<file path="src/mempool_lite_pkg.sv">
/*
 * Shared widths, address map and boot image of the memory subsystem.
 * Window sizes are powers of two; the boot ROM window is exactly the image size.
 */
package mempool_lite_pkg;

  localparam int unsigned AddrWidth = 32;
  localparam int unsigned DataWidth = 32;
  localparam int unsigned StrbWidth = DataWidth / 8;

  typedef logic [AddrWidth-1:0] addr_t;
  typedef logic [DataWidth-1:0] data_t;
  typedef logic [StrbWidth-1:0] strb_t;

  // One wake-up bit per core
  localparam int unsigned NumCores = 8;
  typedef logic [NumCores-1:0] core_mask_t;

  // L2 geometry, word interleaved over the banks
  localparam int unsigned NumL2Banks     = 4;
  localparam int unsigned L2BankNumWords = 256;
  localparam int unsigned L2Size         = NumL2Banks * L2BankNumWords * StrbWidth;
  localparam addr_t       L2BaseAddr     = 32'h8000_0000;

  typedef logic [$clog2(NumL2Banks)-1:0]     l2_bank_idx_t;  // Address bits 3:2
  typedef logic [$clog2(L2BankNumWords)-1:0] l2_row_t;       // Address bits 11:4

  // Boot ROM
  localparam addr_t       BootromBaseAddr = 32'hA000_0000;
  localparam int unsigned BootromNumWords = 64;
  localparam int unsigned BootromSize     = BootromNumWords * StrbWidth;

  localparam data_t BootImage [BootromNumWords] = '{
    32'h0000_0297, 32'h0202_8293, 32'hF140_2573, 32'h0005_2583,
    32'h0000_0613, 32'h0010_0693, 32'h00B6_0733, 32'h0017_0713,
    32'h0040_0793, 32'h00F7_5463, 32'hFE1F_F06F, 32'h1050_0073,
    32'h3040_0073, 32'h3000_2073, 32'h0080_0093, 32'h4000_0137,
    32'h0011_2023, 32'h0041_2183, 32'h0081_2203, 32'h00C1_2283,
    32'h0000_8067, 32'h8000_0337, 32'h0003_2383, 32'h0043_2403,
    32'h0083_2483, 32'h00C3_2503, 32'h0103_2583, 32'h0143_2603,
    32'h0183_2683, 32'h01C3_2703, 32'hA000_07B7, 32'h0007_A803,
    32'h0047_A883, 32'h0087_A903, 32'h00C7_A983, 32'h0107_AA03,
    32'h0147_AA83, 32'h0187_AB03, 32'h01C7_AB83, 32'h0207_AC03,
    32'h0247_AC83, 32'h0287_AD03, 32'h02C7_AD83, 32'h0307_AE03,
    32'h0347_AE83, 32'h0387_AF03, 32'h03C7_AF83, 32'hDEAD_BEEF,
    32'hCAFE_F00D, 32'h1234_5678, 32'h9ABC_DEF0, 32'h0F1E_2D3C,
    32'h4B5A_6978, 32'h8796_A5B4, 32'hC3D2_E1F0, 32'h0102_0408,
    32'h1020_4080, 32'h5555_AAAA, 32'hAAAA_5555, 32'h3333_CCCC,
    32'hCCCC_3333, 32'h7F7F_7F7F, 32'h8080_8080, 32'hB007_0000
  };

  // Control-register window
  localparam addr_t       CtrlBaseAddr = 32'h4000_0000;
  localparam int unsigned CtrlSize     = 32'h0001_0000;

  // Word offsets inside the control window, address bits 3:2
  typedef enum logic [1:0] {
    RegEoc      = 2'd0,  // 0x0, read/write
    RegWakeUp   = 2'd1,  // 0x4, write-only
    RegNumCores = 2'd2,  // 0x8, read-only
    RegL2Size   = 2'd3   // 0xC, read-only
  } ctrl_reg_e;

  typedef enum logic [1:0] {
    TgtL2,
    TgtBootrom,
    TgtCtrl,
    TgtNone
  } target_e;

  typedef enum logic [1:0] {
    RespOkay   = 2'b00,
    RespSlvErr = 2'b10
  } axi_resp_e;

endpackage : mempool_lite_pkg

</file>
<file path="src/ctrl_registers.sv">
/*
 * Control registers at word offsets 0x0-0xC, aliased across the control window.
 * Wake-up takes the low NumCores data bits regardless of strobes.
 */
`timescale 1ns/1ns

module ctrl_registers (
  input  logic                         clk_i,
  input  logic                         reset_i,
  input  logic                         req_i,
  input  logic                         we_i,
  input  mempool_lite_pkg::addr_t      addr_i,
  input  mempool_lite_pkg::data_t      wdata_i,
  input  mempool_lite_pkg::strb_t      strb_i,
  output mempool_lite_pkg::data_t      rdata_o,
  output logic                         eoc_valid_o,
  output mempool_lite_pkg::core_mask_t wake_up_o
);

  import mempool_lite_pkg::*;

  ctrl_reg_e  reg_sel;
  logic       wr_en;
  logic       rd_en;
  data_t      eoc_q;
  core_mask_t wake_up_q;
  data_t      rdata_q;

  assign reg_sel = ctrl_reg_e'(addr_i[3:2]);
  assign wr_en   = req_i && we_i;
  assign rd_en   = req_i && !we_i;

  // End of computation, bit 0 is the flag
  always_ff @(posedge clk_i) begin
    if (reset_i) begin
      eoc_q <= '0;
    end else if (wr_en && (reg_sel == RegEoc)) begin
      for (int unsigned i = 0; i < StrbWidth; i++) begin
        if (strb_i[i]) eoc_q[8*i +: 8] <= wdata_i[8*i +: 8];
      end
    end
  end

  // Single-cycle wake-up pulse after the write
  always_ff @(posedge clk_i) begin
    if (reset_i) begin
      wake_up_q <= '0;
    end else if (wr_en && (reg_sel == RegWakeUp)) begin
      wake_up_q <= wdata_i[NumCores-1:0];
    end else begin
      wake_up_q <= '0;
    end
  end

  always_ff @(posedge clk_i) begin
    if (rd_en) begin
      case (reg_sel)
        RegEoc:      rdata_q <= eoc_q;
        RegWakeUp:   rdata_q <= '0;  // Write-only
        RegNumCores: rdata_q <= data_t'(NumCores);
        RegL2Size:   rdata_q <= data_t'(L2Size);
        default:     rdata_q <= '0;
      endcase
    end
  end

  assign rdata_o     = rdata_q;
  assign eoc_valid_o = eoc_q[0];
  assign wake_up_o   = wake_up_q;

endmodule : ctrl_registers

</file>
<file path="config.mk">
export PLATFORM = sky130hd
export DESIGN_NAME = ctrl_registers
export DESIGN_NICKNAME = d
export VERILOG_FILES = /design/src/mempool_lite_pkg.sv /design/src/ctrl_registers.sv
export SDC_FILE = /design/constraint.sdc
export NUM_CORES = 1
export LEC_CHECK = 0
export ABC_CLOCK_PERIOD_IN_PS = 3110
export BUFFER_PORTS_ARGS = -buffer_cell sky130_fd_sc_hd__buf_2
export CORE_MARGIN = 2
export CORE_UTILIZATION = 52
export DETAILED_ROUTE_END_ITERATION = 12
export PLACE_DENSITY = 0.86
export SYNTH_ARGS = -nofsm -noshare
export SYNTH_HDL_FRONTEND = slang
export SYNTH_SLANG_ARGS = --single-unit
</file>
<file path="constraint.sdc">
create_clock -name clk_i -period 3.11 [get_ports clk_i]
set_input_delay 0.1555 -clock clk_i [delete_from_list [all_inputs] [get_ports clk_i]]
set_output_delay 0.1555 -clock clk_i [all_outputs]
set_load 0.02 [all_outputs]
</file>
# After elaboration in Yosys (flattened, before gate mapping)
# Cells that the tools add are included.
[totals]
reg_bits = 72
latchBits = 0
mem_bits_rw = 0
mem_bits_ro = 0
word_cells = 22
memories = 0
[op_classes]
n_addsub = 0
n_mul = 0
n_div = 0
magnitude_cmp = 0
eq_ne = 3
n_shift = 0
n_mux = 1
bitwise_logic = 1
reduce_logical = 11
[op_table]
columns = ["op", "n"]
rows = [
  ["$pmux W32 S4", 1],
  ["$reduce_and A2 Y1", 4],
  ["$eq A2 B2 Y1 const B", 2],
  ["$logic_and A1 B1 Y1", 4],
  ["$eq A2 B1 Y1 const B", 1],
  ["$logic_not A2 Y1", 1],
  ["$reduce_or A2 Y1", 1],
  ["$logic_not A1 Y1", 1],
  ["$not A1 Y1", 1],
]

# Logic depth before layout (Yosys ltp)
[depth]
depth_word = 4
mapped_depth = 4
depth_no_buf = 3

# Worst setup path before layout
# No wires, ideal clock.
[synth_path]
path_type = "in2reg"
from = "in we_i"
to = "reg rdata_q[0] (netlist: rdata_o[0]) (enable)"
setup_ns = 0.425
t_arrival_ns = 1.608
required_time_ns = 2.685
path_slack_ns = 1.077
path_stages = 1
cell_sequence = "nor2b_1"
[synth_via]
elab_chain_len = 2
[synth_lines]
columns = ["item", "line", "source"]
rows = [
  ["start: declaration", "ctrl_registers.sv:11", "input logic we_i,"],
  ["$logic_not A1 Y1", "ctrl_registers.sv:31", "assign rd_en = req_i && !we_i;"],
  ["$logic_and A1 B1 Y1", "ctrl_registers.sv:31", ""],
  ["end signal: assignment", "ctrl_registers.sv:58", "RegEoc: rdata_q <= eoc_q;"],
  ["end signal: assignment", "ctrl_registers.sv:60", "RegNumCores: rdata_q <= data_t'(NumCores);"],
  ["end signal: assignment", "ctrl_registers.sv:61", "RegL2Size: rdata_q <= data_t'(L2Size);"],
  ["end: declaration", "ctrl_registers.sv:27", "data_t rdata_q;"],
]
# Every way passes these cells.
# A chain may end at the register's enable or synchronous reset.

# Worst setup path after layout
[layout_path]
from = "in we_i"
to = "reg rdata_q[9] (netlist: rdata_o[9]) (enable)"
[layout_via]
elab_chain_len = 2
[layout_lines]
columns = ["item", "line", "source"]
rows = [
  ["$logic_not A1 Y1", "ctrl_registers.sv:31", ""],
  ["$logic_and A1 B1 Y1", "ctrl_registers.sv:31", ""],
  ["via rd_en", "ctrl_registers.sv:24", "logic rd_en;"],
]
# The timed path passes the listed nets, and every way through them passes these cells.

==> results.py <==
metrics = {
    "sta": {
        "tightestPinTransition_ns": 0.944,
        "fin_crit_ns": 1.08,
        "setup_viol": 0,
        "slew_headroom_pct": 37.0,
        "setup_ws_ns": 2.03,
        "setup_tns_ns": 0,
        "slew_viol_final": 0,
        "fin_crit_sh_pct": 34.6,
        "rsz0062_at_grt": "false",
        "finClkSkew_ns": 0.00319,
        "fmax_ghz": 0.929,
        "final_hold_viol_count": 0,
    },
    "die": {
        "dieHeight_um": 78.7,
        "die_w_um": 78.7,
        "ios": 113,
        "placeableCoreArea_um2": 5440,
        "dieArea_um2": 6190,
        "rows": 27,
        "start_util_pct": 53.3,
    },
    "global_routing": {
        "grt_max_degree": 42,
        "first_global_vias": 1798,
        "antenna_found_initial": 0,
        "groute.usage.overall_pct": 17.5,
        "grt_overflow_total": 0,
        "grt_pass1_wl_um": 8210,
    },
    "detailed_routing": {
        "drc": 0,
        "wl_per_cell_um": 12.6,
        "drtIter0Drc": 61,
        "first_pass_iters": 3,
        "antenna_left": 0,
        "wirelength_um": 4950,
        "vias_per_cell": 4.64,
        "vias": 1819,
    },
    "final_layout": {
        "final_core_util_pct": 65.1,
        "n_fill_cell": 437,
        "seq_area_um2": 1760,
        "most-common-layout-cells": "82 x buf_2, 64 x nand2b_1, 40 x dfxtp_1",
        "syn2layout_area_growth_pct": 22.0,
        "diodes": 0,
        "multi_input_area_um2": 1060,
        "layout_commonest_cell": "buf_2",
        "final_nets": 387,
        "drive_gt1_share_pct": 32.8,
    },
    "power_and_ir_drop": {
        "clkPwrFrac_pct": 39.2,
        "p_total_w": 0.00186,
        "intPower_w": 0.00147,
        "power_frac_seq_pct": 54.1,
        "swShare_pct": 21.0,
        "p_leak_nw": 1.45,
        "combinationalPowerShare_pct": 6.7,
        "powerDensity_nw_per_um2": 527,
        "power_switching_w": 0.000392,
        "vdd_drop_max_v": 0.000481,
    },
    "logic_synthesis": {
        "yosys_warnings": 0,
        "yosysTopAreaCellShare_pct": 33.1,
        "synthesis.area_um2": 2900,
        "netlist-cell-type-count": 16,
        "netlist_instances": 234,
        "synth_top_area_cell": "edfxtp_1",
        "synth_nets": 306,
        "ys_seq_elements": 72,
        "ys_seq_area_share_pct": 60.7,
        "synth.area.top_cells": "edfxtp_1 33%, dfxtp_1 28%, nand2b_1 14%, mux2i_1 11%, and2_1 8.0%",
        "avgSynthCellArea_um2": 12.4,
    },
    "critical_path": {
        "critPathMaxFanout": 32,
        "reg2reg_to": "rdata_o[28]",
        "cp_top_family": "simple AND/OR/NAND/NOR gates",
        "critPathLaunch": "we_i",
        "worst-setup-path-type": "primary input to flip-flop",
        "crit_path_top_delay_cell": "nor2b_4",
        "ff2ff_path_depth": 1,
        "cp.depth": 2,
        "required_ns": 3.06,
        "crit_path_cell_trace": "buf_2, nor2b_4",
        "cpPeakStageDelay_ns": 0.73,
        "arrival_ns": 1.02,
        "crit_path_end_kind": "flip-flop",
        "critical_path_buf_inv_count": 1,
        "critPathLaunchType": "primary input",
        "crit_path_end": "rdata_o[9]",
        "r2r_slack_ns": 2.39,
        "r2r_start": "eoc_q[28]",
    },
    "clocking": {
        "clk_pin_slew_ns": 0.07,
        "clockBufferDepth": 2,
        "cts_tree": "built",
        "cts_sinks": 72,
        "numCtsBuffers": 9,
        "postCtsSetupRepairBufs": 0,
        "cts-hold-fix-buffers": 0,
        "cts_root_buffer": "clkbuf_8",
        "htreeDepth": 3,
        "clk_latency_ns": 0.32,
        "postCtsResizedCells": 0,
    },
    "placement": {
        "port_buffers": 82,
        "hpwlAfterDp_um": 3280,
        "place_ws_ns": 1.68,
        "gp_congestion": 0.676,
    },
    "outcome": {
        "status": "finished clean",
    },
    "job": {
        "drv_cap": 0,
    },
    "min_path": {
        "hold_class": "primary input to flip-flop",
    },
}
==> worst min-delay path by stage <==
| stage | startpoint | endpoint | slack (ns) | cells past startpoint |
|---|---|---|---|---|
| final | wdata_i[0] | wake_up_o[0] | 0.04 | 2 |
| after global placement | wdata_i[0] | wake_up_o[0] | 0.37 | 2 |
| after global routing | wdata_i[4] | wake_up_o[4] | 0.03 | 2 |
| after detailed placement | wdata_i[0] | wake_up_o[0] | 0.38 | 2 |
| after floorplan | wdata_i[0] | wake_up_o[0] | 0.28 | 1 |
| after CTS | wdata_i[4] | wake_up_o[4] | 0.03 | 2 |
==> through the flow <==
step | cells | hold WS (ns) | instance area, µm²
4_1_cts | 392 | 0.0315 | 3540
6_report | 392 | 0.0447 | 3540
2_1_floorplan | 234 | 0.277 | 2900
3_5_place_dp | 376 | 0.378 | 3340
5_1_grt | 392 | 0.0318 | 3540
3_3_place_gp | 376 | 0.374 | 3340
==> flip-flops by register name (all words and copies together) (netlist names) <==
name	cells
eoc_q	32
rdata_o	32
wake_up_o	8
==> kinds of logic (layout without fill, tap and decap cells) <==
family                 count (synthesis)  in the layout  synth area share (%)
muxes                                 32             32                  11.0
DFF                                   72             72                  60.7
and+or+nand+nor                      116            116                  25.3
buffers and inverters                 14            100                  2.89
==> power groups by stage <==
stage	registers (W)	clock network, W	logic [W]
floorplan	0.00105	0	0.0000551
global placement	0.00103	0	0.000124
detailed placement	0.00103	0	0.000126
CTS	0.00101	0.000748	0.000127
global route	0.00101	0.000785	0.000137
finish	0.00101	0.000731	0.000124
==> layer usage <==
metal | up-vias | GRT usage [%] | part of all wire, %
li1 | 929 | - | -
met5 | - | 0 | 0
met3 | 5 | 5.17 | 6.0
met2 | 48 | 29.0 | 49
met4 | 0 | 7.89 | 1.5
met1 | 837 | 21.1 | 43
==> synth_stat cells <==
library cell	n
and2_1	37
and2_2	1
and2_4	1
and3_1	2
and3_4	3
buf_2	1
buf_6	4
clkbuf_1	9
dfxtp_1	40
edfxtp_1	32
mux2i_1	32
nand2_1	3
nand2b_1	64
nor2_1	3
nor2_4	1
nor2b_1	1
==> final cells by class <==
type,instances,area share [%]
Clock buffer,13,4.49
Timing Repair Buffer,84,12.0
Sequential cell,72,49.8
Tap cell,72,2.55
Multi-Input combinational cell,148,30.0
Clock inverter,3,1.13
(Power assumes the default switching activity.)
