[src/mempool_lite_pkg.sv]
/*
 * Shared widths, address map and boot image of the memory subsystem.
 * Window sizes are powers of two; the boot ROM window is exactly the image size.
 */
package mempool_lite_pkg;

  localparam int unsigned AddrWidth = 32;
  localparam int unsigned DataWidth = 32;
  localparam int unsigned StrbWidth = DataWidth / 8;

  typedef logic [AddrWidth-1:0] addr_t;
  typedef logic [DataWidth-1:0] data_t;
  typedef logic [StrbWidth-1:0] strb_t;

  // One wake-up bit per core
  localparam int unsigned NumCores = 8;
  typedef logic [NumCores-1:0] core_mask_t;

  // L2 geometry, word interleaved over the banks
  localparam int unsigned NumL2Banks     = 4;
  localparam int unsigned L2BankNumWords = 256;
  localparam int unsigned L2Size         = NumL2Banks * L2BankNumWords * StrbWidth;
  localparam addr_t       L2BaseAddr     = 32'h8000_0000;

  typedef logic [$clog2(NumL2Banks)-1:0]     l2_bank_idx_t;  // Address bits 3:2
  typedef logic [$clog2(L2BankNumWords)-1:0] l2_row_t;       // Address bits 11:4

  // Boot ROM
  localparam addr_t       BootromBaseAddr = 32'hA000_0000;
  localparam int unsigned BootromNumWords = 64;
  localparam int unsigned BootromSize     = BootromNumWords * StrbWidth;

  localparam data_t BootImage [BootromNumWords] = '{
    32'h0000_0297, 32'h0202_8293, 32'hF140_2573, 32'h0005_2583,
    32'h0000_0613, 32'h0010_0693, 32'h00B6_0733, 32'h0017_0713,
    32'h0040_0793, 32'h00F7_5463, 32'hFE1F_F06F, 32'h1050_0073,
    32'h3040_0073, 32'h3000_2073, 32'h0080_0093, 32'h4000_0137,
    32'h0011_2023, 32'h0041_2183, 32'h0081_2203, 32'h00C1_2283,
    32'h0000_8067, 32'h8000_0337, 32'h0003_2383, 32'h0043_2403,
    32'h0083_2483, 32'h00C3_2503, 32'h0103_2583, 32'h0143_2603,
    32'h0183_2683, 32'h01C3_2703, 32'hA000_07B7, 32'h0007_A803,
    32'h0047_A883, 32'h0087_A903, 32'h00C7_A983, 32'h0107_AA03,
    32'h0147_AA83, 32'h0187_AB03, 32'h01C7_AB83, 32'h0207_AC03,
    32'h0247_AC83, 32'h0287_AD03, 32'h02C7_AD83, 32'h0307_AE03,
    32'h0347_AE83, 32'h0387_AF03, 32'h03C7_AF83, 32'hDEAD_BEEF,
    32'hCAFE_F00D, 32'h1234_5678, 32'h9ABC_DEF0, 32'h0F1E_2D3C,
    32'h4B5A_6978, 32'h8796_A5B4, 32'hC3D2_E1F0, 32'h0102_0408,
    32'h1020_4080, 32'h5555_AAAA, 32'hAAAA_5555, 32'h3333_CCCC,
    32'hCCCC_3333, 32'h7F7F_7F7F, 32'h8080_8080, 32'hB007_0000
  };

  // Control-register window
  localparam addr_t       CtrlBaseAddr = 32'h4000_0000;
  localparam int unsigned CtrlSize     = 32'h0001_0000;

  // Word offsets inside the control window, address bits 3:2
  typedef enum logic [1:0] {
    RegEoc      = 2'd0,  // 0x0, read/write
    RegWakeUp   = 2'd1,  // 0x4, write-only
    RegNumCores = 2'd2,  // 0x8, read-only
    RegL2Size   = 2'd3   // 0xC, read-only
  } ctrl_reg_e;

  typedef enum logic [1:0] {
    TgtL2,
    TgtBootrom,
    TgtCtrl,
    TgtNone
  } target_e;

  typedef enum logic [1:0] {
    RespOkay   = 2'b00,
    RespSlvErr = 2'b10
  } axi_resp_e;

endpackage : mempool_lite_pkg

[src/bootrom.sv]
/* Read-only boot image, word index from address bits 7:2, one-cycle read latency */
`timescale 1ns/1ns

module bootrom (
  input  logic                    clk_i,
  input  logic                    req_i,
  input  mempool_lite_pkg::addr_t addr_i,
  output mempool_lite_pkg::data_t rdata_o
);

  import mempool_lite_pkg::*;

  logic [$clog2(BootromNumWords)-1:0] word_idx;
  data_t                              rdata_q;

  assign word_idx = addr_i[7:2];

  // Output register only moves on a request
  always_ff @(posedge clk_i) begin
    if (req_i) begin
      rdata_q <= BootImage[word_idx];
    end
  end

  assign rdata_o = rdata_q;

endmodule : bootrom

[config.mk]
export PLATFORM = sky130hd
export DESIGN_NAME = bootrom
export DESIGN_NICKNAME = d
export VERILOG_FILES = /design/src/mempool_lite_pkg.sv /design/src/bootrom.sv
export SDC_FILE = /design/constraint.sdc
export NUM_CORES = 1
export LEC_CHECK = 0
export BUFFER_PORTS_ARGS = -buffer_cell sky130_fd_sc_hd__buf_4
export CAP_MARGIN = 20
export CORE_MARGIN = 2
export CORE_UTILIZATION = 50
export CTS_CLUSTER_DIAMETER = 60
export DETAILED_ROUTE_END_ITERATION = 12
export MAX_ROUTING_LAYER = met4
export PLACE_DENSITY_LB_ADDON = 0.08
export SLEW_MARGIN = 30
export SYNTH_ARGS = -nofsm -noshare
export SYNTH_HDL_FRONTEND = slang
export SYNTH_SLANG_ARGS = --single-unit
[constraint.sdc]
create_clock -name clk_i -period 5.92 [get_ports clk_i]
set_clock_uncertainty 0.15 [all_clocks]
set_input_delay 0.592 -clock clk_i [delete_from_list [all_inputs] [get_ports clk_i]]
set_output_delay 0.592 -clock clk_i [all_outputs]
set_load 0.02 [all_outputs]
# Yosys cells after proc, flatten, opt, wreduce, memory -nomap -nowiden

Memories as Yosys holds them, arrays and structs flattened. A register that Yosys moved wholly into a read port is not among the register bits.
Cells that the tools add are included.

Multiplexer cells: 0
Equality and inequality tests: 0
Bitwise logic cells: 1
Divide/modulo/power cells: 0
Order comparisons: 0
Multiply operators: 0
Reduce and logical (&&, ||, !) cells: 0
$add $sub $neg: 0
Shifts and indexed selects: 0

Operator list:

| kind                | count |
|---|---|
| inverter 6 -> 7 bit | 1 |

Flip-flop bits (word level): 0
Bits of input ports: 34
Bits in writable memories: 0
Memories kept: 1
ROM bits: 2048
Bits in latches: 0

Memories:

| memory          | words | width | read ports | clocked after memory_dff | wr ports | RTL line      | RTL |
|---|---|---|---|---|---|---|---|
| (no name shown) | 64    | 32    | 1          | 1                        | 0        | bootrom.sv:21 | `rdata_q <= BootImage[word_idx];` |

# Depth between registers and ports, before layout

Gate-level depths: netlist of the first run.

Depth in word-level cells: 1
Depth in mapped cells: 8
Mapped depth without buffers: 6

# Worst setup path before layout of the first run

OpenSTA, ideal clock, no wires.

Path type: in2reg
From: input addr_i[2]
To: register rdata_q[28] (netlist: rdata_o[28]), data pin
Setup slack: 3530 ps
Library setup time: 266 ps
Stages: 7
Data arrival time: 1974 ps
Cell sequence: clkbuf_1 -> inv_1 -> ha_1 -> buf_2 -> nor2b_1 -> o311ai_0 -> a21oi_1

Word-level cells in the longest chain between the ends: 1

Ends and longest elaborated chain:

| element                                   | RTL line      | RTL |
|---|---|---|
| start: declaration                        | bootrom.sv:7  | `input mempool_lite_pkg::addr_t addr_i,` |
| inverter 6 -> 7 bit (not written as such) | bootrom.sv:21 |  |
| end: declaration                          | bootrom.sv:14 | `data_t rdata_q;` |

No other way between the ends.

# Worst setup path after layout of the first run

From: input addr_i[4]
To: register rdata_q[28] (netlist: rdata_o[28]), data pin

Same word-level chain as after synthesis.

==> reports/metrics.yaml, run 1 <==
hp-class: "input port to flop"
power.density_nw_per_um2: 220
finalHoldWorstSlack_ps: 590
avgSynthCellArea_sq_um: 8.73
most-common-layout-cells: "buf_4, a21oi_1, edfxtp_1"
gr-total-overflow: 0
yosysTopAreaCellShare_pct: 31.9
rsz0062_at_grt: "no"
die_area_sq_um: 6460
slew_violations: 0
area_growth_pct: 7.25
drive_gt1_share_pct: 17.7
start_kind: "input port"
startpoint: "addr_i[4]"
synth_nets: 383
cts-htree-levels: 2
dr.pass1.iters: 6
finish.utilization_pct: 56.1
hold_start: "req_i"
grtUsageTotal_pct: 27.2
cts_hold_buf: 0
tightest_slew_ps: 732
status: "finished clean"
synth_top_family_by_area: "compound AO/OA/AOI/OAI gates"
max_freq_mhz: 387
viasPerCell: 6.53
grt_pass1_wl_um: 12900
yosysSeqAreaShare_pct: 31.9
place_area_sq_um: 3020
start_util_pct: 52.3
cts_setup_buffers: 0
crit_type: "input port to flop"
drv_cap: 0
die_y_um: 80.4
antennaDiodeCount: 0
antenna_left: 0
synth-compound-area-share_pct: 28.9
cts.clk_slew.worst_paths_ps: 70
syn_area_sq_um: 2920
synth_cell_types: 58
ys_dominant_reg_cell: "edfxtp_1"
port_buffers: 39
synthArstFlopShare_pct: 0
p_leak_nw: 1.17
syn-instance-count: 334
gp_congestion: 0.956
hold_viol: 0
wire_per_inst_um: 19.9
yosys-top-cells-area: "edfxtp_1, ha_1, a21oi_1"
synthXorXnorAreaFrac_pct: 0.300
cts_num_sinks: 31
placeableCoreArea_sq_um: 5570
fin_nets: 392
rows: 27
ys_ff_latch: 31
grt_max_degree: 75
via_count: 2715
tns_ps: 0
dp_hpwl_um: 5350
cts-root-buf: "clkbuf_8"
synthSimpleGateAreaFrac_pct: 18.1
synthMuxAreaShare_pct: 3.30
cts_buffers: 5
layout_commonest_cell: "buf_4"
largest_reg_flops: 31
grt_pass1_vias: 2337
ctsResizeCount: 0
crit_fanout: 74
grt_antenna_before_repair: 0
critical_path_required_ps: 5780
synth_edf_count: 31
yosys_warnings: 0
cts_tree: "yes"
slew_headroom_pct: 51.2
fin_crit_ps: 2590
synth_fa_ha_area_share_pct: 6.44
clk_path_buf_depth: 2
io-pin-count: 66
crit_path_end_kind: "flop"
ir_worst_vdd_mv: 0.122
fill_cells: 546
synth_largest_area_cell: "edfxtp_1"
fp.dieW_um: 80.4
finalInstanceArea_sq_um: 3130
drt_iter0_drc: 498
drcViolationCount: 0
critPathArrivalTime_ps: 2450
period_share_pct: 43.7
routed_wl_um: 8290
setup_violations: 0
## synthesized netlist by cell type (2+ instances only)
| cell type | number |
|---|---|
| a211oi_1 | 3 |
| a21boi_0 | 3 |
| a21oi_1 | 37 |
| a221oi_1 | 4 |
| a22oi_1 | 3 |
| a311o_1 | 3 |
| a311oi_1 | 4 |
| a31oi_1 | 10 |
| a32o_1 | 3 |
| and2_1 | 3 |
| buf_2 | 13 |
| buf_4 | 10 |
| buf_6 | 10 |
| clkbuf_1 | 3 |
| edfxtp_1 | 31 |
| ha_1 | 15 |
| inv_1 | 9 |
| mux2_2 | 3 |
| mux2i_1 | 4 |
| nand2_1 | 29 |
| nand2b_1 | 16 |
| nand3_1 | 15 |
| nor2_1 | 19 |
| nor2b_1 | 8 |
| nor3_1 | 3 |
| o2111ai_1 | 2 |
| o211ai_1 | 9 |
| o21ai_0 | 18 |
| o21ai_1 | 5 |
| o22ai_1 | 6 |
| o311ai_0 | 2 |
| o311ai_1 | 3 |
| o31ai_1 | 2 |
| or3_1 | 2 |
## worst paths after layout
path	end	slack (ps)	depth (start not counted)
worst max-delay path	rdata_o[28]	3330	7
worst min-delay path	rdata_o[6]	590	1
## worst max-delay path, cell delays in order
cell and delay (ps):
buf_4 560, inv_2 330, ha_1 390, nand2b_1 150, a21oi_1 90, a311oi_1 240
a21oi_1 60
## logic make-up (layout without fill, tap and decap cells)
| kind of cell | after synthesis | in the layout |
|---|---|---|
| AOI/OAI and AO/OA | 127 | 127 |
| and+or+nand+nor | 104 | 104 |
| buffers and inverters | 48 | 58 |
| DFF | 31 | 31 |
| adders and majority gates | 15 | 15 |
| muxes | 8 | 8 |
| xor gates and xnor gates | 1 | 1 |
## metal layers
layer	routed length [um]	up-vias	track usage [%]
met2	3570	166	38.9
met4	161	0	8.31
met1	3530	1259	38.4
met5	0	-	-
met3	1020	15	6.29
li1	-	1275	-
## cell type report
type	instances	area, sq um	share of cell area, %
Clock inverter	3	38.8	1.24
Sequential cell	31	931	29.8
Multi-Input combinational cell	255	1660	53.2
Clock buffer	5	68.8	2.20
Timing Repair Buffer	39	293	9.36
Tap cell	72	90.1	2.88
Inverter	11	43.8	1.40
## where the power goes
group	total (mW)	internal, mW	leakage, nW	switching (mW)
clock network	0.203	0.123	0.0556	0.0800
registers	0.273	0.268	0.301	0.00504
logic	0.213	0.0751	0.815	0.138
## per-stage QoR
| step | power [mW] | std cells | setup slack (ps) |
|---|---|---|---|
| 2_1_floorplan | 0.427 | 334 | 3530 |
| 3_5_place_dp | 0.487 | 408 | 3100 |
| 5_1_grt | 0.722 | 416 | 3220 |
| 4_1_cts | 0.690 | 416 | 3400 |
| 3_3_place_gp | 0.487 | 408 | 3090 |
| 6_report | 0.689 | 416 | 3330 |
(Power assumes the default switching activity.)
==> inputs of run 2 (changes only) <==
clock period = 2.6 ns   (was 5.92 ns; I/O delays follow)
==> reports/metrics.yaml, run 2 (synthesis gave the netlist of run 1 again) <==
cts_setup_buffers: 0
crit_fanout: 13
cts_buffers: 5
worstPathCellList: "buf_4 -> buf_4 -> ha_1 -> inv_1 -> mux4_2 -> o32ai_1 -> a21oi_1"
critPathArrivalTime_ps: 1910
grt_antenna_before_repair: 0
start_kind: "input port"
p_comb_share_pct: 31.7
gp_congestion: 0.937
layout_commonest_cell: "buf_4"
fp.dieW_um: 80.4
internal_power_mw: 1.08
grt_pass1_wl_um: 13300
crit_type: "input port to flop"
cts_num_sinks: 31
grtUsageTotal_pct: 28.1
p_sw_mw: 0.507
p_leak_nw: 1.24
largest_reg_flops: 31
fin_ws_ps: 563
slew_violations: 0
dp_hpwl_um: 5730
critPathSlowestCell: "mux4_2"
drive_gt1_share_pct: 20.9
ir_worst_vdd_mv: 0.274
critical_path_required_ps: 2470
viasPerCell: 6.52
io-pin-count: 66
dr.pass1.iters: 6
most-common-layout-cells: "buf_4, a21oi_1, edfxtp_1"
crit_path_end_kind: "flop"
path_common_cell: "buf_4"
cts_hold_buf: 0
slowest_delay_ps: 460
drcViolationCount: 0
cts.clk_slew.worst_paths_ps: 70
tightest_slew_ps: 519
tns_ps: 0
hold_viol: 0
gr-total-overflow: 0
fin_nets: 406
fill_cells: 511
grt_pass1_vias: 2538
p_clk_share_pct: 29.0
fin_crit_ps: 2040
clk_path_buf_depth: 2
finish.utilization_pct: 58.0
crit_family: "buffers and inverters"
area_growth_pct: 10.9
rows: 27
cts-root-buf: "clkbuf_8"
max_freq_mhz: 491
die_area_sq_um: 6460
cts-htree-levels: 2
wire_per_inst_um: 19.6
grt_max_degree: 53
cts_tree: "yes"
hp-class: "input port to flop"
finalPower_mw: 1.58
critPathBufInv: 3
slew_headroom_pct: 65.4
power.density_nw_per_um2: 489
port_buffers: 39
pwr-share-seq_pct: 39.3
swShare_pct: 32.1
routed_wl_um: 8440
ctsResizeCount: 0
antenna_left: 0
status: "finished clean"
start_util_pct: 52.3
pre_cts_ws_ps: 308
die_y_um: 80.4
drv_cap: 0
via_count: 2802
rsz0062_at_grt: "no"
period_share_pct: 78.3
drt_iter0_drc: 573
setup_violations: 0
antennaDiodeCount: 0
placeableCoreArea_sq_um: 5570
finalHoldWorstSlack_ps: 259
-- run 2: cell types whose count changed in the layout (fill, tap and decap cells not counted) --
| cell | before | now |
|---|---|---|
| buf_4 | 39 | 53 |
-- run 2: metal layers --
| metal | vias to the layer above | track usage [%] | share of wire (%) |
|---|---|---|---|
| met1 | 1282 | 39.6 | 43 |
| met4 | 0 | 10.7 | 2.5 |
| met2 | 200 | 41.5 | 45 |
| met5 | - | - | 0 |
| li1 | 1295 | - | - |
| met3 | 25 | 3.37 | 10 |
-- run 2: metrics by stage --
| stage | area, sq um | instances |
|---|---|---|
| floorplan | 2920 | 334 |
| global placement | 3130 | 422 |
| detailed placement | 3130 | 422 |
| CTS | 3230 | 430 |
| global route | 3230 | 430 |
| finish | 3230 | 430 |
-- run 2: cell type report --
type	count	area, sq um	area share [%]
inverter	11	43.8	1.35
multi-input combinational	255	1660	51.4
clock inverter	3	38.8	1.20
tap	72	90.1	2.79
clock buffer	5	68.8	2.13
sequential	31	931	28.8
timing repair buffer	53	398	12.3
-- run 2: worst paths after layout --
check	from	to	slack, ps	cells past startpoint
min	req_i	rdata_o[6]	260	1
max	addr_i[3]	rdata_o[9]	560	7
-- run 2: power by group through the flow --
| stage | logic (mW) | clock network [mW] | registers [mW] |
|---|---|---|---|
| floorplan | 0.274 | 0 | 0.699 |
| global placement | 0.492 | 0 | 0.631 |
| detailed placement | 0.489 | 0 | 0.634 |
| CTS | 0.492 | 0.467 | 0.623 |
| global route | 0.540 | 0.493 | 0.627 |
| finish | 0.501 | 0.458 | 0.622 |
