===== src/mempool_lite_pkg.sv =====
/*
 * Shared widths, address map and boot image of the memory subsystem.
 * Window sizes are powers of two; the boot ROM window is exactly the image size.
 */
package mempool_lite_pkg;

  localparam int unsigned AddrWidth = 32;
  localparam int unsigned DataWidth = 32;
  localparam int unsigned StrbWidth = DataWidth / 8;

  typedef logic [AddrWidth-1:0] addr_t;
  typedef logic [DataWidth-1:0] data_t;
  typedef logic [StrbWidth-1:0] strb_t;

  // One wake-up bit per core
  localparam int unsigned NumCores = 8;
  typedef logic [NumCores-1:0] core_mask_t;

  // L2 geometry, word interleaved over the banks
  localparam int unsigned NumL2Banks     = 4;
  localparam int unsigned L2BankNumWords = 256;
  localparam int unsigned L2Size         = NumL2Banks * L2BankNumWords * StrbWidth;
  localparam addr_t       L2BaseAddr     = 32'h8000_0000;

  typedef logic [$clog2(NumL2Banks)-1:0]     l2_bank_idx_t;  // Address bits 3:2
  typedef logic [$clog2(L2BankNumWords)-1:0] l2_row_t;       // Address bits 11:4

  // Boot ROM
  localparam addr_t       BootromBaseAddr = 32'hA000_0000;
  localparam int unsigned BootromNumWords = 64;
  localparam int unsigned BootromSize     = BootromNumWords * StrbWidth;

  localparam data_t BootImage [BootromNumWords] = '{
    32'h0000_0297, 32'h0202_8293, 32'hF140_2573, 32'h0005_2583,
    32'h0000_0613, 32'h0010_0693, 32'h00B6_0733, 32'h0017_0713,
    32'h0040_0793, 32'h00F7_5463, 32'hFE1F_F06F, 32'h1050_0073,
    32'h3040_0073, 32'h3000_2073, 32'h0080_0093, 32'h4000_0137,
    32'h0011_2023, 32'h0041_2183, 32'h0081_2203, 32'h00C1_2283,
    32'h0000_8067, 32'h8000_0337, 32'h0003_2383, 32'h0043_2403,
    32'h0083_2483, 32'h00C3_2503, 32'h0103_2583, 32'h0143_2603,
    32'h0183_2683, 32'h01C3_2703, 32'hA000_07B7, 32'h0007_A803,
    32'h0047_A883, 32'h0087_A903, 32'h00C7_A983, 32'h0107_AA03,
    32'h0147_AA83, 32'h0187_AB03, 32'h01C7_AB83, 32'h0207_AC03,
    32'h0247_AC83, 32'h0287_AD03, 32'h02C7_AD83, 32'h0307_AE03,
    32'h0347_AE83, 32'h0387_AF03, 32'h03C7_AF83, 32'hDEAD_BEEF,
    32'hCAFE_F00D, 32'h1234_5678, 32'h9ABC_DEF0, 32'h0F1E_2D3C,
    32'h4B5A_6978, 32'h8796_A5B4, 32'hC3D2_E1F0, 32'h0102_0408,
    32'h1020_4080, 32'h5555_AAAA, 32'hAAAA_5555, 32'h3333_CCCC,
    32'hCCCC_3333, 32'h7F7F_7F7F, 32'h8080_8080, 32'hB007_0000
  };

  // Control-register window
  localparam addr_t       CtrlBaseAddr = 32'h4000_0000;
  localparam int unsigned CtrlSize     = 32'h0001_0000;

  // Word offsets inside the control window, address bits 3:2
  typedef enum logic [1:0] {
    RegEoc      = 2'd0,  // 0x0, read/write
    RegWakeUp   = 2'd1,  // 0x4, write-only
    RegNumCores = 2'd2,  // 0x8, read-only
    RegL2Size   = 2'd3   // 0xC, read-only
  } ctrl_reg_e;

  typedef enum logic [1:0] {
    TgtL2,
    TgtBootrom,
    TgtCtrl,
    TgtNone
  } target_e;

  typedef enum logic [1:0] {
    RespOkay   = 2'b00,
    RespSlvErr = 2'b10
  } axi_resp_e;

endpackage : mempool_lite_pkg


===== src/axi_lite_frontend.sv =====
/*
 * AXI4-Lite slave, one transaction at a time; writes win over a read in the same cycle.
 * Unmapped addresses and boot ROM writes get SLVERR with read data 0.
 */
`timescale 1ns/1ns

module axi_lite_frontend (
  input  logic                          clk_i,
  input  logic                          reset_i,
  // Host write channels
  input  mempool_lite_pkg::addr_t       s_awaddr_i,
  input  logic                          s_awvalid_i,
  output logic                          s_awready_o,
  input  mempool_lite_pkg::data_t       s_wdata_i,
  input  mempool_lite_pkg::strb_t       s_wstrb_i,
  input  logic                          s_wvalid_i,
  output logic                          s_wready_o,
  output mempool_lite_pkg::axi_resp_e   s_bresp_o,
  output logic                          s_bvalid_o,
  input  logic                          s_bready_i,
  // Host read channels
  input  mempool_lite_pkg::addr_t       s_araddr_i,
  input  logic                          s_arvalid_i,
  output logic                          s_arready_o,
  output mempool_lite_pkg::data_t       s_rdata_o,
  output mempool_lite_pkg::axi_resp_e   s_rresp_o,
  output logic                          s_rvalid_o,
  input  logic                          s_rready_i,
  // Target side
  output logic                          l2_req_o,
  output logic                          rom_req_o,
  output logic                          reg_req_o,
  output logic                          mem_we_o,
  output mempool_lite_pkg::addr_t       mem_addr_o,
  output mempool_lite_pkg::data_t       mem_wdata_o,
  output mempool_lite_pkg::strb_t       mem_strb_o,
  input  mempool_lite_pkg::data_t       l2_rdata_i,
  input  mempool_lite_pkg::data_t       rom_rdata_i,
  input  mempool_lite_pkg::data_t       reg_rdata_i,
  output logic                          busy_o
);

  import mempool_lite_pkg::*;

  typedef enum logic [1:0] {
    FeIdle,
    FeAccess,  // Strobe cycle, then the cycle the target answers
    FeResp
  } fe_state_e;

  fe_state_e state_q, state_d;
  logic      req_q;       // High in the strobe cycle only
  logic      we_q;
  target_e   target_q;
  addr_t     addr_q;
  data_t     wdata_q;
  strb_t     strb_q;
  data_t     rdata_q;
  axi_resp_e resp_q;
  logic      take_write;
  logic      take_read;
  logic      access_err;
  logic      resp_done;
  data_t     sel_rdata;

  // Address map lookup, offsets compared against window sizes
  function automatic target_e decode_target(addr_t addr);
    target_e tgt;
    tgt = TgtNone;
    if ((addr - L2BaseAddr) < addr_t'(L2Size)) tgt = TgtL2;
    else if ((addr - BootromBaseAddr) < addr_t'(BootromSize)) tgt = TgtBootrom;
    else if ((addr - CtrlBaseAddr) < addr_t'(CtrlSize)) tgt = TgtCtrl;
    return tgt;
  endfunction

  // AW and W are only taken together
  assign take_write  = (state_q == FeIdle) && s_awvalid_i && s_wvalid_i;
  assign take_read   = (state_q == FeIdle) && s_arvalid_i && !take_write;
  assign s_awready_o = take_write;
  assign s_wready_o  = take_write;
  assign s_arready_o = take_read;

  assign resp_done  = (state_q == FeResp) && (we_q ? s_bready_i : s_rready_i);
  assign access_err = (target_q == TgtNone) || ((target_q == TgtBootrom) && we_q);

  always_comb begin
    state_d = state_q;
    case (state_q)
      FeIdle:   if (take_write || take_read) state_d = FeAccess;
      FeAccess: if (!req_q) state_d = FeResp;  // Target data is valid now
      FeResp:   if (resp_done) state_d = FeIdle;
      default:  state_d = FeIdle;
    endcase
  end

  always_ff @(posedge clk_i) begin
    if (reset_i) begin
      state_q <= FeIdle;
      req_q   <= 1'b0;
      we_q    <= 1'b0;
    end else begin
      state_q <= state_d;
      req_q   <= take_write || take_read;
      if (take_write || take_read) we_q <= take_write;
    end
  end

  // Request payload
  always_ff @(posedge clk_i) begin
    if (take_write) begin
      target_q <= decode_target(s_awaddr_i);
      addr_q   <= s_awaddr_i;
      wdata_q  <= s_wdata_i;
      strb_q   <= s_wstrb_i;
    end else if (take_read) begin
      target_q <= decode_target(s_araddr_i);
      addr_q   <= s_araddr_i;
      wdata_q  <= '0;
      strb_q   <= '0;
    end
  end

  always_comb begin
    sel_rdata = '0;
    if (!we_q && !access_err) begin
      case (target_q)
        TgtL2:      sel_rdata = l2_rdata_i;
        TgtBootrom: sel_rdata = rom_rdata_i;
        TgtCtrl:    sel_rdata = reg_rdata_i;
        default:    sel_rdata = '0;
      endcase
    end
  end

  // Response is captured once and held until the host takes it
  always_ff @(posedge clk_i) begin
    if ((state_q == FeAccess) && !req_q) begin
      rdata_q <= sel_rdata;
      resp_q  <= access_err ? RespSlvErr : RespOkay;
    end
  end

  // One strobe per target, never on an error
  assign l2_req_o  = req_q && (target_q == TgtL2);
  assign rom_req_o = req_q && (target_q == TgtBootrom) && !we_q;
  assign reg_req_o = req_q && (target_q == TgtCtrl);

  assign mem_we_o    = we_q;
  assign mem_addr_o  = addr_q;
  assign mem_wdata_o = wdata_q;
  assign mem_strb_o  = strb_q;

  assign s_bvalid_o = (state_q == FeResp) && we_q;
  assign s_bresp_o  = resp_q;
  assign s_rvalid_o = (state_q == FeResp) && !we_q;
  assign s_rresp_o  = resp_q;
  assign s_rdata_o  = rdata_q;

  assign busy_o = (state_q != FeIdle);

endmodule : axi_lite_frontend


===== config.mk =====
export PLATFORM = sky130hd
export DESIGN_NAME = axi_lite_frontend
export DESIGN_NICKNAME = d
export VERILOG_FILES = /design/src/mempool_lite_pkg.sv /design/src/axi_lite_frontend.sv
export SDC_FILE = /design/constraint.sdc
export NUM_CORES = 1
export LEC_CHECK = 0
export ABC_AREA = 0
export ABC_CLOCK_PERIOD_IN_PS = 3700
export BUFFER_PORTS_ARGS = -buffer_cell sky130_fd_sc_hd__buf_2
export CAP_MARGIN = 30
export CORE_AREA = 2 2 122 124
export CTS_CLUSTER_DIAMETER = 200
export DETAILED_ROUTE_END_ITERATION = 10
export DIE_AREA = 0 0 124 126
export PLACE_DENSITY_LB_ADDON = 0.08
export SYNTH_ARGS = -nofsm -noshare
export SYNTH_HDL_FRONTEND = slang
export SYNTH_SLANG_ARGS = --single-unit

===== constraint.sdc =====
create_clock -name clk_i -period 3.7 [get_ports clk_i]
set_input_delay 0.74 -clock clk_i [delete_from_list [all_inputs] [get_ports clk_i]]
set_output_delay 0.74 -clock clk_i [all_outputs]
set_load 0.01 [all_outputs]

Word-level counts from Yosys, hierarchy flattened --
Cells that the tools add are included.
Word-level totals: memory bits (read-only) 0, logic and storage cells 75, bits in latches 0, flip-flop bits (word level) 108, memories kept 0, input port bits 203, bits in writable memories 0
Cells by class: shifts and indexed selects 0, multiply operators 0, divide/modulo/power cells 0, muxes and demuxes 21, add/sub/neg operators 6, equality and inequality tests 8, $lt $le $gt $ge 6, reductions and logical operators 25, bitwise operators 0
Operator list (count):
- $mux 32 | 4
- $sub 32x32->32 const B | 4
- $pmux 32 s3 | 1
- $lt 32x13->1 const B | 2
- $lt 32x17->1 const B | 2
- $lt 32x9->1 const B | 2
- $sub 32x31->32 const B | 2
- $mux 2 | 10
- $logic_and 1x1->1 | 14
- $mux 4 | 2
- $eq 2x2->1 const B | 3
- $pmux 2 s3 | 1
- $eq 2x1->1 const B | 2
- $logic_not 1->1 | 4
- $logic_not 2->1 | 2
- $ne 2x2->1 const B | 2
- $reduce_bool 2->1 | 2
- $mux 1 | 3
- $reduce_and 3->1 | 1
- $logic_or 1x1->1 | 2
- $ne 2x1->1 const B | 1

Depth between registers and ports, before layout --
depth after elaboration 8, depth in mapped cells 6

Worst setup path after synthesis --
No wires, ideal clock.
path type input-to-reg, start point input s_wvalid_i, end point register addr_q[0] (netlist: mem_addr_o[0]), enable pin, cell stages on the path 4, setup time 0.424 ns, slack 0.728 ns, required time 3.276 ns, arrival 2.548 ns, buffers on the path 1, cells stage by stage and4bb_1 buf_6 a21oi_1 inv_1
Between the ends: longest elaborated chain between the ends 4
RTL lines:
- from (decl) | RTL line axi_lite_frontend.sv:16 | input logic s_wvalid_i,
- $logic_and 1x1->1 * | RTL line axi_lite_frontend.sv:77 | assign take_write = (state_q == FeIdle) && s_awvalid_i && s_wvalid_i;
- $logic_not 1->1 | RTL line axi_lite_frontend.sv:78 | assign take_read = (state_q == FeIdle) && s_arvalid_i && !take_write;
- $logic_and 1x1->1 | RTL line axi_lite_frontend.sv:78
- $reduce_bool 2->1 (no line) *
- to (signal assigned) | RTL line axi_lite_frontend.sv:112 | addr_q <= s_awaddr_i;
- to (signal assigned) | RTL line axi_lite_frontend.sv:117 | addr_q <= s_araddr_i;
- to (decl) | RTL line axi_lite_frontend.sv:55 | addr_t addr_q;
Mark *: on every way between the ends. The rest lies on a longest branch, timed or not. A chain may end at the register's enable or synchronous reset.

Final worst setup path --
start point register target_q[0], end point output reg_req_o
Between the ends: longest elaborated chain between the ends 2
RTL lines:
- from (decl) | RTL line axi_lite_frontend.sv:54 | target_e target_q;
- from (signal assigned) | RTL line axi_lite_frontend.sv:111 | target_q <= decode_target(s_awaddr_i);
- from (signal assigned) | RTL line axi_lite_frontend.sv:116 | target_q <= decode_target(s_araddr_i);
- $eq 2x2->1 | RTL line axi_lite_frontend.sv:146 | assign reg_req_o = req_q && (target_q == TgtCtrl);
- $logic_and 1x1->1 | RTL line axi_lite_frontend.sv:146
- to (decl) | RTL line axi_lite_frontend.sv:32 | output logic reg_req_o,
Every way passes these cells.

==> out/summary.txt <==
status - complete, no violations
DIE HEIGHT - 126 um
DR pass1 iterations - 4
Num CTS Buffers - 9
Root Buffer - clkbuf_16
die area - 0.0156 sq mm
Vias - 4241
GRT Total Usage - 18.1%
Worst Hold Class - reg2reg
Seq/Total Area, Yosys - 62.7%
largest net degree at the start of global routing - 50
synth warn - 0
Req. time, crit path - 2960 ps
Hold Crit Depth - 2
Crit path arrival time - 1860 ps
Slew HR - 36.0%
CTS tree - done
Nets - 908
final cell utilization of the core - 49.4%
Final Wtd Congestion - 0.747
min cycle time layout - 2600 ps
Avg Inst Size Synth - 12.7 sq um
Routed wire per std cell - 16.4 um
DPL Wire Length - 11.3 mm
H-tree depth - 3
vias per cell - 4.75
fillers - 1368
flops & latches, synth - 107
Slew @ Worst Pin - 958 ps
port bufs - 314
Hold Fails Final Rpt - 0
Setup CP Type - reg2out
clock sinks - 107
DRC Markers - 0
Final Max Slew Viols - 0
# Max-Cap Violations - 0
Clock Skews - 6.91 ps
Initial Util - 35.3%
vias in the first global route - 4216
crit end category - primary output
dpl cells - 876
P_leak - 3.41 nW
Peak VDD IR - 0.000238 V
number of DRC violations after detailed-routing iteration 0 - 192
most common cell after layout, fill and taps aside - buf_2
Synth Flop Type - edfxtp_1
Tcrit/Tclk final - 70.1%
grt ovf - 0
ant diodes - 0
RSZ-0062 raised after global routing - no
Post-synth EDFFs - 103
hold buffers post-CTS - 0
Routed WL - 14.6 mm
initial antenna violation count - 0
Std-Cell Rows - 44
final setup vio count - 0
fmax - 385 MHz
CP Max Fanout - 18
first-pass GRT wire length - 21.3 mm
Top-Level Pins - 317
area used by multi-input combinational logic - 0.00171 sq mm
die width - 124 um
Max Buffers Root-to-Sink - 2
Distinct cells, synth - 40
startpoint types - flip-flop
fraction of registers with async set/reset - 0%
Layout area overhead - 39.8%
CTS resizes - 0
setup TNS - 0 ps
Post-Syn Area - 0.00506 sq mm
most frequent cells in the layout - buf_2 (314), edfxtp_1 (103), nor2_1 (73)
register area - 0.00317 sq mm
R2R cell count - 4
Layout Cells excl Fill - 892
post-route ant nets - 0
fraction of layout cells with a size suffix above 1 - 51.3%
Reg clk slew, reported paths - 70 ps
core area - 0.0143 sq mm
Cell Pwr Density - 461 mW/mm^2
post-synthesis cell count - 399
setup repair bufs after CTS - 0
Clk Latency, worst-skew pair - 340 ps
cell usage after synthesis (3+ instances only):
cell | n | share of area, %
inv_1 | 9 | 0.67
nand3_1 | 4 | 0.40
nor2_1 | 74 | 5.5
o21ai_0 | 4 | 0.40
and2_1 | 36 | 4.5
buf_2 | 12 | 1.2
mux2_2 | 22 | 4.9
mux2i_1 | 32 | 6.3
nand2_1 | 3 | 0.22
nor4_1 | 7 | 0.87
a21oi_1 | 21 | 2.1
buf_4 | 4 | 0.59
clkbuf_1 | 9 | 0.67
edfxtp_1 | 103 | 61
dfxtp_1 | 4 | 1.6
mux2_1 | 8 | 1.8
a31oi_1 | 15 | 1.9
state kept, by name (all words and copies together) (netlist names):
| register | flops |
|---|---|
| mem_addr_o | 32 |
| s_rdata_o | 32 |
| mem_strb_o | 4 |
| s_bresp_o | 1 |
| state_q | 2 |
| target_q | 2 |
| mem_wdata_o | 32 |
| mem_we_o | 1 |
| req_q | 1 |
cell families after synthesis:
kind of cell             synth area share, %
AO/OA/AOI/OAI                           5.29
XOR/XNOR                               0.346
adder cells (fa/ha/maj)                0.495
buffers and inverters                   3.71
flip-flops                              62.7
multiplexers                            13.0
other                                 0.0741
AND/OR/NAND/NOR                         14.3
routing by layer:
layer / part of all wire [%] / GRT usage (%) / wire, um
met5: 0 / 0 / 0
met4: 1.2 / 5.82 / 180
met3: 9.3 / 5.25 / 1370
met2: 51 / 33.3 / 7420
met1: 39 / 19.7 / 5670
stage by stage:
stage	cell area (sq um)	hold WS (ps)	total power, mW	setup slack, ps
after floorplan	5060	468	1.98	728
after global placement	6780	526	2.34	1240
after detailed placement	6780	541	2.35	1180
after CTS	7070	549	3.32	1060
after global routing	7070	608	3.42	993
final	7070	541	3.26	1100
worst paths after layout:
kind | start | to | slack, ps
min | state_q[0] | state_q[0] | 540
max reg2reg | target_q[0] | s_rdata_o[21] | 1460
min reg2reg | state_q[0] | state_q[0] | 540
max | target_q[0] | reg_req_o | 1100
cell type report:
class                           count  share of cell area (%)
Inverter                           10                   0.531
Clock inverter                      7                   0.938
Sequential cell                   107                    44.9
Timing Repair Buffer              320                    23.0
Tap cell                          184                    3.26
Multi-Input combinational cell    255                    24.2
Clock buffer                        9                    3.19
critical path, cell delays in order, from the launching register on:
cell,delay (ps)
edfxtp_1,800
inv_2,330
and3_1,230
buf_2,130
power by group:
part	switching, mW	internal, mW	leakage (nW)
logic	0.398	0.282	2.23
registers	0.0550	1.57	1.04
clock network	0.433	0.522	0.137
Power figures use the tool's default switching activity.
